`config.mk`:
```
export PLATFORM = sky130hd
export DESIGN_NAME = snd_regs
export DESIGN_NICKNAME = d
export VERILOG_FILES = /design/src/design/snd_map_pkg.sv /design/src/design/snd_field_pkg.sv /design/src/design/snd_regs.sv /design/src/design/snd_field_unpack.sv /design/src/design/snd_ctrl_regs.sv /design/src/design/snd_wave_ram.sv /design/src/design/snd_channel_regs.sv /design/src/design/snd_bus_decode.sv
export SDC_FILE = /design/constraint.sdc
export NUM_CORES = 1
export LEC_CHECK = 0
export BUFFER_PORTS_ARGS = -buffer_cell sky130_fd_sc_hd__buf_2
export CAP_MARGIN = 20
export CELL_PAD_IN_SITES_DETAIL_PLACEMENT = 0
export CELL_PAD_IN_SITES_GLOBAL_PLACEMENT = 2
export CORE_ASPECT_RATIO = 0.9
export CORE_MARGIN = 3
export CORE_UTILIZATION = 36
export DETAILED_ROUTE_END_ITERATION = 6
export GPL_TIMING_DRIVEN = 0
export PLACE_DENSITY = 0.92
export SYNTH_ARGS = -nofsm -noshare
export SYNTH_HDL_FRONTEND = slang
export SYNTH_SLANG_ARGS = --single-unit
export TNS_END_PERCENT = 10
```
`constraint.sdc`:
```
create_clock -name clk -period 2.72 [get_ports clk]
set_clock_uncertainty 0.1 [all_clocks]
set_input_delay 0.816 -clock clk [delete_from_list [all_inputs] [get_ports clk]]
set_output_delay 0.816 -clock clk [all_outputs]
set_load 0.01 [all_outputs]
```
`src/design/snd_map_pkg.sv`:
```
`default_nettype none

// Sound unit address map, fixed by the console
package snd_map_pkg;

   localparam int NUM_CHANNELS = 4;            // Tone+sweep, tone, wave, noise
   localparam int CHAN_BYTES = 5;              // NRx0..NRx4 per channel

   // First channel byte, NR10
   localparam logic [15:0] CHAN_BASE = 16'hFF10;

   // Wave pattern RAM window
   localparam logic [15:0] WAVE_BASE = 16'hFF30;
   localparam int WAVE_BYTES = 16;             // 32 samples of 4 bits

   // NR50 here, NR51 and NR52 right after
   localparam logic [15:0] CTRL_BASE = 16'hFF24;

   localparam int MASTER_BIT = 7;              // NR52 all sound on/off

   // Which block an address lands in
   typedef enum logic [1:0] {
      REGION_NONE = 2'd0,                      // Outside the sound map, or the FF27..FF2F gap
      REGION_CHAN = 2'd1,
      REGION_WAVE = 2'd2,
      REGION_CTRL = 2'd3
   } region_e;

endpackage

`default_nettype wire
```
`src/design/snd_field_pkg.sv`:
```
`default_nettype none

// Bus request and register field layouts
package snd_field_pkg;

   // One decoded CPU write
   typedef struct packed {
      logic                valid;     // Strobe hit a live register
      snd_map_pkg::region_e region;
      logic [1:0]          chan;      // Channel block, 0 is channel 1
      logic [3:0]          offset;    // Byte within block, wave RAM or NR50..NR52
      logic [7:0]          data;
   } wr_req_t;

   // Raw NRx0..NRx4, index 0 is NRx0
   typedef logic [snd_map_pkg::CHAN_BYTES-1:0][7:0] chan_bytes_t;

   // Channels 1 and 2
   typedef struct packed {
      logic [2:0]  sweep_time;   // Channel 1 only
      logic        sweep_dec;    // 1 means frequency goes down
      logic [2:0]  sweep_shift;
      logic [1:0]  duty;         // 12.5/25/50/75 percent
      logic [5:0]  length;
      logic [3:0]  init_vol;
      logic        env_inc;      // Envelope direction, 1 is up
      logic [2:0]  env_step;     // 0 stops the envelope
      logic        len_en;       // Stop when length expires
      logic [10:0] freq;
   } tone_fields_t;

   // Channel 3
   typedef struct packed {
      logic        enable;       // NR30 bit 7
      logic [7:0]  length;
      logic [1:0]  out_level;    // Mute, 100, 50, 25 percent
      logic        len_en;
      logic [10:0] freq;
   } wave_fields_t;

   // Channel 4
   typedef struct packed {
      logic [5:0]  length;
      logic [3:0]  init_vol;
      logic        env_inc;
      logic [2:0]  env_step;
      logic [3:0]  shift_clk;    // Polynomial counter shift clock
      logic        width_7;      // 1 selects 7-bit LFSR, else 15
      logic [2:0]  div_ratio;
      logic        len_en;
   } noise_fields_t;

   // NR50 then NR51, bit order kept
   typedef struct packed {
      logic        so2_vin;      // Cartridge Vin to SO2
      logic [2:0]  so2_level;
      logic        so1_vin;
      logic [2:0]  so1_level;
      logic [3:0]  so2_en;       // Bit i routes channel i+1
      logic [3:0]  so1_en;
   } mixer_t;

endpackage

`default_nettype wire

```
`src/design/snd_regs.sv`:
```
`timescale 1ns/100ps
`default_nettype none

// Sound register bank, CPU write port to typed fields
module snd_regs (
   input  wire logic                     clk,
   input  wire logic                     arst_n,
   input  wire logic [15:0]              addr,
   input  wire logic [7:0]               data,
   input  wire logic                     w_enable,
   output snd_field_pkg::tone_fields_t   ch1,
   output snd_field_pkg::tone_fields_t   ch2,
   output snd_field_pkg::wave_fields_t   ch3,
   output snd_field_pkg::noise_fields_t  ch4,
   output logic [3:0]                    trig,      // Initial bit pulses, bit i is channel i+1
   output logic [127:0]                  samples,
   output snd_field_pkg::mixer_t         mixer,
   output logic                          master_on
);

   snd_field_pkg::wr_req_t     req;
   logic                       clear;
   snd_field_pkg::chan_bytes_t chan_bytes [snd_map_pkg::NUM_CHANNELS];

   snd_bus_decode u_decode (
      .addr      (addr),
      .data      (data),
      .w_enable  (w_enable),
      .master_on (master_on),
      .req       (req)
   );

   snd_ctrl_regs u_ctrl (
      .clk       (clk),
      .arst_n    (arst_n),
      .req       (req),
      .mixer     (mixer),
      .master_on (master_on),
      .clear     (clear)
   );

   snd_wave_ram u_wave (
      .clk       (clk),
      .arst_n    (arst_n),
      .req       (req),
      .samples   (samples)
   );

   for (genvar i = 0; i < snd_map_pkg::NUM_CHANNELS; i++) begin : g_chan
      snd_channel_regs u_chan (
         .clk    (clk),
         .arst_n (arst_n),
         .index  (2'(i)),
         .req    (req),
         .clear  (clear),
         .bytes  (chan_bytes[i]),
         .trig   (trig[i])
      );
   end

   snd_field_unpack u_unpack (
      .ch1_bytes (chan_bytes[0]),
      .ch2_bytes (chan_bytes[1]),
      .ch3_bytes (chan_bytes[2]),
      .ch4_bytes (chan_bytes[3]),
      .ch1       (ch1),
      .ch2       (ch2),
      .ch3       (ch3),
      .ch4       (ch4)
   );

endmodule

`default_nettype wire

```
`src/design/snd_field_unpack.sv`:
```
`timescale 1ns/100ps
`default_nettype none

// Raw channel bytes to typed fields
module snd_field_unpack (
   input  snd_field_pkg::chan_bytes_t     ch1_bytes,
   input  snd_field_pkg::chan_bytes_t     ch2_bytes,
   input  snd_field_pkg::chan_bytes_t     ch3_bytes,
   input  snd_field_pkg::chan_bytes_t     ch4_bytes,
   output snd_field_pkg::tone_fields_t    ch1,
   output snd_field_pkg::tone_fields_t    ch2,
   output snd_field_pkg::wave_fields_t    ch3,
   output snd_field_pkg::noise_fields_t   ch4
);

   // Shared by both tone channels
   function automatic snd_field_pkg::tone_fields_t unpack_tone(
      input snd_field_pkg::chan_bytes_t b,
      input logic has_sweep
   );
      snd_field_pkg::tone_fields_t t;
      t.sweep_time = has_sweep ? b[0][6:4] : 3'd0;   // NR10
      t.sweep_dec = has_sweep ? b[0][3] : 1'b0;
      t.sweep_shift = has_sweep ? b[0][2:0] : 3'd0;
      t.duty = b[1][7:6];
      t.length = b[1][5:0];
      t.init_vol = b[2][7:4];                        // Envelope byte
      t.env_inc = b[2][3];
      t.env_step = b[2][2:0];
      t.len_en = b[4][6];
      t.freq = {b[4][2:0], b[3]};                    // Hi 3 bits, then lo byte
      return t;
   endfunction

   always_comb begin
      ch1 = unpack_tone(ch1_bytes, 1'b1);
      ch2 = unpack_tone(ch2_bytes, 1'b0);   // FF15 slot is unused

      ch3.enable = ch3_bytes[0][7];         // NR30
      ch3.length = ch3_bytes[1];
      ch3.out_level = ch3_bytes[2][6:5];
      ch3.len_en = ch3_bytes[4][6];
      ch3.freq = {ch3_bytes[4][2:0], ch3_bytes[3]};

      // FF1F slot unused, NR41 is byte 1
      ch4.length = ch4_bytes[1][5:0];
      ch4.init_vol = ch4_bytes[2][7:4];
      ch4.env_inc = ch4_bytes[2][3];
      ch4.env_step = ch4_bytes[2][2:0];
      ch4.shift_clk = ch4_bytes[3][7:4];    // NR43 polynomial counter
      ch4.width_7 = ch4_bytes[3][3];
      ch4.div_ratio = ch4_bytes[3][2:0];
      ch4.len_en = ch4_bytes[4][6];
   end

endmodule

`default_nettype wire

```
`src/design/snd_ctrl_regs.sv`:
```
`timescale 1ns/100ps
`default_nettype none

// NR50, NR51 and the NR52 master bit
module snd_ctrl_regs (
   input  wire logic                 clk,
   input  wire logic                 arst_n,
   input  snd_field_pkg::wr_req_t    req,
   output snd_field_pkg::mixer_t     mixer,
   output logic                      master_on,
   output logic                      clear     // One cycle, wipes the channel blocks
);

   typedef enum logic {
      MASTER_OFF = 1'b0,
      MASTER_ON  = 1'b1
   } master_state_e;

   master_state_e state;
   logic [7:0]    nr50;
   logic [7:0]    nr51;
   logic          wr;

   assign wr = req.valid && (req.region == snd_map_pkg::REGION_CTRL);

   always_ff @(posedge clk or negedge arst_n) begin
      if (!arst_n) begin
         state <= MASTER_OFF;
         nr50 <= '0;
         nr51 <= '0;
         clear <= 1'b0;
      end else begin
         clear <= 1'b0;
         if (wr && (req.offset == 4'd2)) begin   // NR52
            if (req.data[snd_map_pkg::MASTER_BIT]) begin
               state <= MASTER_ON;
            end else begin
               state <= MASTER_OFF;
               clear <= (state == MASTER_ON);    // Only on the on to off edge
            end
         end
         // Zeroed on the same edge as the channel bytes
         if (clear) begin
            nr50 <= '0;
            nr51 <= '0;
         end else if (wr && (req.offset == 4'd0)) begin
            nr50 <= req.data;
         end else if (wr && (req.offset == 4'd1)) begin
            nr51 <= req.data;
         end
      end
   end

   assign master_on = (state == MASTER_ON);
   assign mixer = snd_field_pkg::mixer_t'({nr50, nr51});   // Layout mirrors the bytes

endmodule

`default_nettype wire

```
`src/design/snd_wave_ram.sv`:
```
`timescale 1ns/100ps
`default_nettype none

// Wave pattern RAM, FF30..FF3F
module snd_wave_ram (
   input  wire logic                 clk,
   input  wire logic                 arst_n,
   input  snd_field_pkg::wr_req_t    req,
   output logic [127:0]              samples
);

   // Ascending index so byte 0 lands in the top bits
   logic [0:snd_map_pkg::WAVE_BYTES-1][7:0] ram;
   logic wr;

   assign wr = req.valid && (req.region == snd_map_pkg::REGION_WAVE);

   always_ff @(posedge clk or negedge arst_n) begin
      if (!arst_n) begin
         ram <= '0;
      end else if (wr) begin
         ram[req.offset] <= req.data;   // No master gating here
      end
   end

   // Upper nibble of FF30 is sample 0
   assign samples = ram;

endmodule

`default_nettype wire

```
`src/design/snd_channel_regs.sv`:
```
`timescale 1ns/100ps
`default_nettype none

// One channel's NRx0..NRx4 store plus trigger
module snd_channel_regs (
   input  wire logic                     clk,
   input  wire logic                     arst_n,
   input  wire logic [1:0]               index,   // Position in the channel array
   input  snd_field_pkg::wr_req_t        req,
   input  wire logic                     clear,   // From NR52 master off
   output snd_field_pkg::chan_bytes_t    bytes,
   output logic                          trig
);

   logic hit;
   logic last_byte;   // NRx4, holds the initial bit

   // Gating on master is done upstream
   assign hit = req.valid && (req.region == snd_map_pkg::REGION_CHAN)
                && (req.chan == index);
   assign last_byte = req.offset == 4'(snd_map_pkg::CHAN_BYTES - 1);

   always_ff @(posedge clk or negedge arst_n) begin
      if (!arst_n) begin
         bytes <= '0;
         trig <= 1'b0;
      end else begin
         trig <= hit && last_byte && req.data[7];   // One cycle restart pulse
         if (clear) begin
            bytes <= '0;
         end else if (hit) begin
            for (int b = 0; b < snd_map_pkg::CHAN_BYTES; b++) begin
               if (req.offset == 4'(b)) begin
                  bytes[b] <= req.data;
               end
            end
            // Initial bit is write-only, never kept
            if (last_byte) begin
               bytes[snd_map_pkg::CHAN_BYTES-1] <= {1'b0, req.data[6:0]};
            end
         end
      end
   end

endmodule

`default_nettype wire

```
`src/design/snd_bus_decode.sv`:
```
`timescale 1ns/100ps
`default_nettype none

// Address classification and master enable gating
module snd_bus_decode (
   input  wire logic [15:0]          addr,
   input  wire logic [7:0]           data,
   input  wire logic                 w_enable,
   input  wire logic                 master_on,
   output snd_field_pkg::wr_req_t    req
);

   logic [15:0] chan_dist;   // Distance from NR10
   logic [15:0] wave_dist;
   logic [15:0] ctrl_dist;
   logic        nr52_hit;    // Reachable while master is off

   // Below-base addresses wrap to large values and miss
   assign chan_dist = addr - snd_map_pkg::CHAN_BASE;
   assign wave_dist = addr - snd_map_pkg::WAVE_BASE;
   assign ctrl_dist = addr - snd_map_pkg::CTRL_BASE;

   always_comb begin
      req = '0;
      req.data = data;
      req.region = snd_map_pkg::REGION_NONE;
      if (chan_dist < 16'(snd_map_pkg::NUM_CHANNELS * snd_map_pkg::CHAN_BYTES)) begin
         req.region = snd_map_pkg::REGION_CHAN;
         // Last block whose base is not above the address wins
         for (int c = 0; c < snd_map_pkg::NUM_CHANNELS; c++) begin
            if (chan_dist >= 16'(c * snd_map_pkg::CHAN_BYTES)) begin
               req.chan = 2'(c);
               req.offset = 4'(chan_dist - 16'(c * snd_map_pkg::CHAN_BYTES));
            end
         end
      end else if (ctrl_dist < 16'd3) begin   // NR50, NR51, NR52
         req.region = snd_map_pkg::REGION_CTRL;
         req.offset = ctrl_dist[3:0];
      end else if (wave_dist < 16'(snd_map_pkg::WAVE_BYTES)) begin
         req.region = snd_map_pkg::REGION_WAVE;
         req.offset = wave_dist[3:0];
      end

      nr52_hit = (req.region == snd_map_pkg::REGION_CTRL) && (req.offset == 4'd2);

      // Master off leaves only NR52 and wave RAM writable
      req.valid = w_enable && (req.region != snd_map_pkg::REGION_NONE)
                  && (master_on || nr52_hit
                      || (req.region == snd_map_pkg::REGION_WAVE));
   end

endmodule

`default_nettype wire

```
==> out/metrics.cfg, run 1 <==
[yosys]
ys_top_cells_by_area = dfrtp_1 51%, mux2_2 11%, mux2i_1 7.8%
synth-seq-cells = 259
synth_ff_type = dfrtp_1
ys_seq_area_share_pct = 50.5
synth_edf_count = 0
yosysTopAreaCell = dfrtp_1
synthCells = 1064
async_flop_share_pct = 100
netlist_area_sq_mm = 0.0128
yosys_warnings = 0
postSynthAreaPerCell_sq_um = 12.1
synth_cell_types = 79
synth_top_area_share_pct = 50.5

[grt]
grt-ovfl-total = 0
antenna_found_initial = 0
grt.total_usage_pct = 21.3
first_global_vias = 10375
grt_pass1_wl_microns = 63100
grt_max_degree = 123

[clock_tree]
cts_tree = built
root_buffer = clkbuf_16
cts_sinks = 259
cts_htree_levels = 1
insertion_delay_ns = 0.54
cts_inserted_buffers = 27
clk_path_buf_depth = 3
cts.clk_slew.worst_paths_ns = 0.07

[placement]
portBuffers = 274
dp_cells = 1808
place_area_sq_mm = 0.0152
dp_hpwl_microns = 29100
routabilityCongestion = 0.902

[run_status]
status = finished with violations
failed_checks = negative setup slack

[sta]
rsz0062_at_grt = yes
fin_crit_ns = 3.94
finalHoldViolCount = 0
fmax_ghz = 0.254
worst_slack_ns = -1.22
timing.final.max_slew_violations = 0
period_share_pct = 145
slew_headroom_pct = 40.7
worst_pin_slew_ns = 0.882
setup_viol = 259
fin_tns_setup_ns = -287.50

[finish]
final_common_cell = buf_2
num-fill-cells = 3122
layout.nets = 1492
final_cells = 1923
final_area_sq_mm = 0.0176
layout-drive-gt1-share_pct = 45.9
syn2layout_area_growth_pct = 37.1
layout_common_cells = 273 x buf_2, 259 x dfrtp_1, 112 x nand2b_1
antennaDiodeCount = 0

[power]
power_density_mw_per_mm2 = 458
ir_drop_v = 0.000438
p_leak_uw = 0.00881
power_uw = 8050

[drt]
drt-wirelength-per-cell_microns = 21.6
drc = 0
vias = 10060
first_pass_iters = 5
drt_iter0_drc = 485
wl_microns = 41500
final_antenna_net_count = 0
via_per_inst = 5.23

[die]
pin_count = 292
dieWidth_microns = 205
fp.dieH_microns = 185
core-area_sq_mm = 0.0346
die-area_sq_mm = 0.0379
initial_core_util_pct = 37.1
core.rowCount = 64

[run]
max_cap_violations = 0

[critical_path]
worstPathRequired_ns = 3.03
worstPathArrival_ns = 4.25
r2r-start = u_ctrl.master_on
start_kind = primary input
worstPathMaxFanout = 8
critPathLaunch = addr[5]
critPathKind = primary input to register
cp-end-kind = register

[worst_hold_path]
hold_class = register to register
hold_path_startpoint = g_chan[0].u_chan.bytes[10]

layout make-up:
cell class	count	area [sq um]	area share, %
Multi-Input combinational cell	710	6790	38.6
Inverter	23	115	0.654
Clock buffer	38	777	4.42
Clock inverter	6	85.1	0.484
Tap cell	462	578	3.29
Buffer	76	539	3.07
Timing Repair Buffer	349	2230	12.7
Sequential cell	259	6480	36.8
cell usage after synthesis (13+ instances only):
cell type,number
nor2_1,25
nand4_1,16
o2bb2ai_1,17
mux2i_1,100
nand3_1,13
a21oi_1,19
mux2_2,126
o21ai_0,14
dfrtp_1,259
clkbuf_1,49
ha_1,19
buf_4,15
nand2b_1,113
nor3_1,18
inv_1,22
nand2_1,35
nor4_1,18
per-layer routing:
layer	up-vias	share of wire (%)	GRT usage [%]
li1	4591	-	-
met1	5102	45	29.2
met2	324	46	34.1
met4	0	1.6	3.53
met5	-	0	0
met3	43	7.9	6.24
final timing paths:
check,end,slack (ns),depth (start not counted)
max,u_wave.samples[86],-1.22,17
min,g_chan[0].u_chan.bytes[10],0.40,1
max reg2reg,g_chan[0].u_chan.bytes[11],0.35,5
min reg2reg,g_chan[0].u_chan.bytes[10],0.40,1
max in group asynchronous,u_wave.samples[112],0.49,4
min in group asynchronous,g_chan[0].u_chan.bytes[1],0.63,2
metrics by stage:
stage	hold slack, ns	setup WS, ns	util (%)
after floorplan	0.420	-1.48	-
after global placement	0.365	-3.91	43.7
after detailed placement	0.371	-2.48	43.9
after CTS	0.396	-1.24	50.2
after global routing	0.412	-1.32	50.8
final	0.398	-1.22	50.8
worst max-delay path: stages:
cell and delay, ns:
buf_8 0.10, clkbuf_16 0.14, inv_8 0.05, ha_4 0.13
nor3b_4 0.31, nor3b_4 0.30, o32ai_4 0.14, or3_4 0.44
buf_6 0.14, nor4_4 0.25, nor4_4 0.09, a211o_1 0.30
buf_8 0.15, buf_12 0.12, nor4_4 0.29, buf_12 0.18
mux2_4 0.30
cells by family (layout without fill, tap and decap cells):
group,after synthesis,after routing,synth area share (%)
AOI/OAI and AO/OA,125,125,7.52
xor gates and xnor gates,4,4,0.273
adders and majority gates,19,19,1.85
buffers and inverters,101,492,3.69
DFF,259,259,50.5
muxes,230,230,19.2
other,1,7,0.0292
and+or+nand+nor,325,325,16.9
flip-flops by register name (all words and copies together) (netlist names):
register,count
u_wave.samples,128
g_chan.u_chan.bytes,109
u_ctrl.nr50,8
u_ctrl.nr51,8
g_chan.u_chan.trig,4
u_ctrl.clear,1
u_ctrl.master_on,1
report_power, final:
| part | internal, uW | switching (uW) | leakage, uW | total, uW |
|---|---|---|---|---|
| registers | 3850 | 0.355 | 0.00310 | 3850 |
| clock network | 2160 | 1480 | 0.000418 | 3640 |
| logic | 176 | 387 | 0.00529 | 563 |
what timing repair did:
item	in CTS	in global routing
hold endpoints to repair	6	0
resized for setup	136	52
buffers inserted	64	7
cloned	2	0
hold buffers	1	0
pin swaps	36	28
setup endpoints to repair	259	259
(Power assumes the default switching activity.)
==> run 2, diff against run 1 <==
--- a/config.mk
+++ b/config.mk
@@ -15,6 +15,8 @@
 export DETAILED_ROUTE_END_ITERATION = 6
 export GPL_TIMING_DRIVEN = 0
 export PLACE_DENSITY = 0.92
+export SKIP_CTS_REPAIR_TIMING = 1
+export SKIP_LAST_GASP = 1
 export SYNTH_ARGS = -nofsm -noshare
 export SYNTH_HDL_FRONTEND = slang
 export SYNTH_SLANG_ARGS = --single-unit
==> run 2 against run 1 <==
  * The flow still finishes with violations (negative setup slack)
  * Critical endpoint is now u_wave.samples[97]
  * Final cell count shrank 1.3%
  * Largest cell class is now registers
  * Sequential share of layout area grew 1.4 points
  * Design area shrank 3.8%
  * Register-to-register slack is essentially flat
  * Total power shrank 0.52%
  * Non-clock buffer count shrank 25
  * Clock power is essentially flat
  * Clock-buffer cell count is the same
  * Flip-flop and latch count is the same
  * Via count shrank 1.3%
  * Critical path depth shrank 1
==> out/metrics.cfg, run 2 (synthesis results as in run 1) <==
[finish]
layout-drive-gt1-share_pct = 42.8
layout_common_cells = 275 x buf_2, 259 x dfrtp_1, 113 x nand2b_1
layout.nets = 1467
num-fill-cells = 3192
final_common_cell = buf_2
syn2layout_area_growth_pct = 31.9
largest_register_ff_count = 128
antennaDiodeCount = 0
final_cells = 1898

[power]
p_leak_uw = 0.00858
power_density_mw_per_mm2 = 473
ir_drop_v = 0.000439
power_uw = 8010

[die]
dieWidth_microns = 205
core.rowCount = 64
fp.dieH_microns = 185
core-area_sq_mm = 0.0346
die-area_sq_mm = 0.0379
pin_count = 292
initial_core_util_pct = 37.1

[placement]
dp_cells = 1808
dp_hpwl_microns = 29100
portBuffers = 274
routabilityCongestion = 0.902

[critical_path]
cp-end-kind = register
worstPathMaxFanout = 8
start_kind = primary input
worstPathRequired_ns = 3.03
worstPathArrival_ns = 4.43
critPathKind = primary input to register

[sta]
period_share_pct = 152
worst_slack_ns = -1.40
worst_pin_slew_ns = 0.924
timing.final.max_slew_violations = 0
fmax_ghz = 0.242
rsz0062_at_grt = yes
finalHoldViolCount = 0
fin_crit_ns = 4.12
setup_viol = 259
slew_headroom_pct = 37.7

[grt]
grt-ovfl-total = 0
grt_pass1_wl_microns = 60800
first_global_vias = 9921
grt.total_usage_pct = 20.5
antenna_found_initial = 0
grt_max_degree = 123

[clock_tree]
cts_sinks = 259
root_buffer = clkbuf_16
cts_tree = built
cts.clk_slew.worst_paths_ns = 0.06
insertion_delay_ns = 0.53
cts_htree_levels = 1
clk_path_buf_depth = 3
cts_inserted_buffers = 27

[run_status]
failed_checks = negative setup slack
status = finished with violations

[drt]
drt_iter0_drc = 555
drt-wirelength-per-cell_microns = 21.4
via_per_inst = 5.23
first_pass_iters = 5
wl_microns = 40600
final_antenna_net_count = 0
vias = 9927
drc = 0

[run]
max_cap_violations = 0

[worst_hold_path]
hold_class = primary input to asynchronous set/reset pin

## run 2: report_power, final
| part | internal, uW | switching, uW | total (uW) | leakage [uW] |
|---|---|---|---|---|
| Clock | 2160 | 1480 | 3640 | 0.000418 |
| Combinational | 155 | 366 | 521 | 0.00506 |
| Sequential | 3850 | 0.345 | 3850 | 0.00310 |
| Total | 6170 | 1850 | 8010 | 0.00858 |
## run 2: layout make-up
class | instances | area [sq um] | area share, %
plain buffers | 77 | 500 | 2.96
clock buffers | 38 | 777 | 4.59
clock inverters | 6 | 85.1 | 0.503
inverters | 23 | 113 | 0.665
multi-input cells | 710 | 6420 | 37.9
flip-flops and latches | 259 | 6480 | 38.3
well taps | 462 | 578 | 3.41
repair buffers | 323 | 1980 | 11.7
## run 2: per-stage QoR
step                      TNS [ns]  instance area [sq um]  hold WS (ns)  utilization [%]  setup WS [ns]
after floorplan            -360.37                  13200         0.420                -          -1.48
after global placement    -1558.08                  15100         0.365             43.7          -3.91
after detailed placement   -565.44                  15200         0.371             43.9          -2.48
after CTS                  -423.83                  16000      -0.00297             46.4          -1.95
after global routing       -357.61                  16900       0.00155             48.9          -1.52
final                      -331.08                  16900        0.0173             48.9          -1.40
## run 2: per-layer routing
| layer | routed length (microns) | part of all wire [%] | GRT usage, % |
|---|---|---|---|
| met1 | 18000 | 44 | 28.3 |
| met4 | 681 | 1.7 | 3.42 |
| met2 | 18600 | 46 | 32.9 |
| met3 | 3300 | 8.1 | 5.96 |
| met5 | 0 | 0 | 0 |
## run 2: critical path, cell delays in order
cell and delay (ns):
buf_12 0.09, clkbuf_16 0.14, inv_8 0.03, ha_4 0.15
nor3b_4 0.17, buf_6 0.14, nor4b_4 0.33, o32ai_4 0.17
or3_4 0.42, or4_4 0.51, a21o_4 0.25, a211oi_4 0.38
buf_8 0.20, buf_12 0.11, nand3_4 0.15, mux2_4 0.36
## run 2: path summary, 6_finish.rpt
path / from / end / slack [ns] / depth (start not counted)
min: arst_n / g_chan[0].u_chan.bytes[1] / 0.02 / 1
min in group clk: g_chan[0].u_chan.bytes[10] / g_chan[0].u_chan.bytes[10] / 0.40 / 1
min reg2reg: g_chan[0].u_chan.bytes[10] / g_chan[0].u_chan.bytes[10] / 0.40 / 1
max: addr[4] / u_wave.samples[97] / -1.40 / 16
max reg2reg: u_ctrl.master_on / g_chan[1].u_chan.bytes[33] / 0.34 / 5
max in group asynchronous: arst_n / u_wave.samples[55] / 1.10 / 3
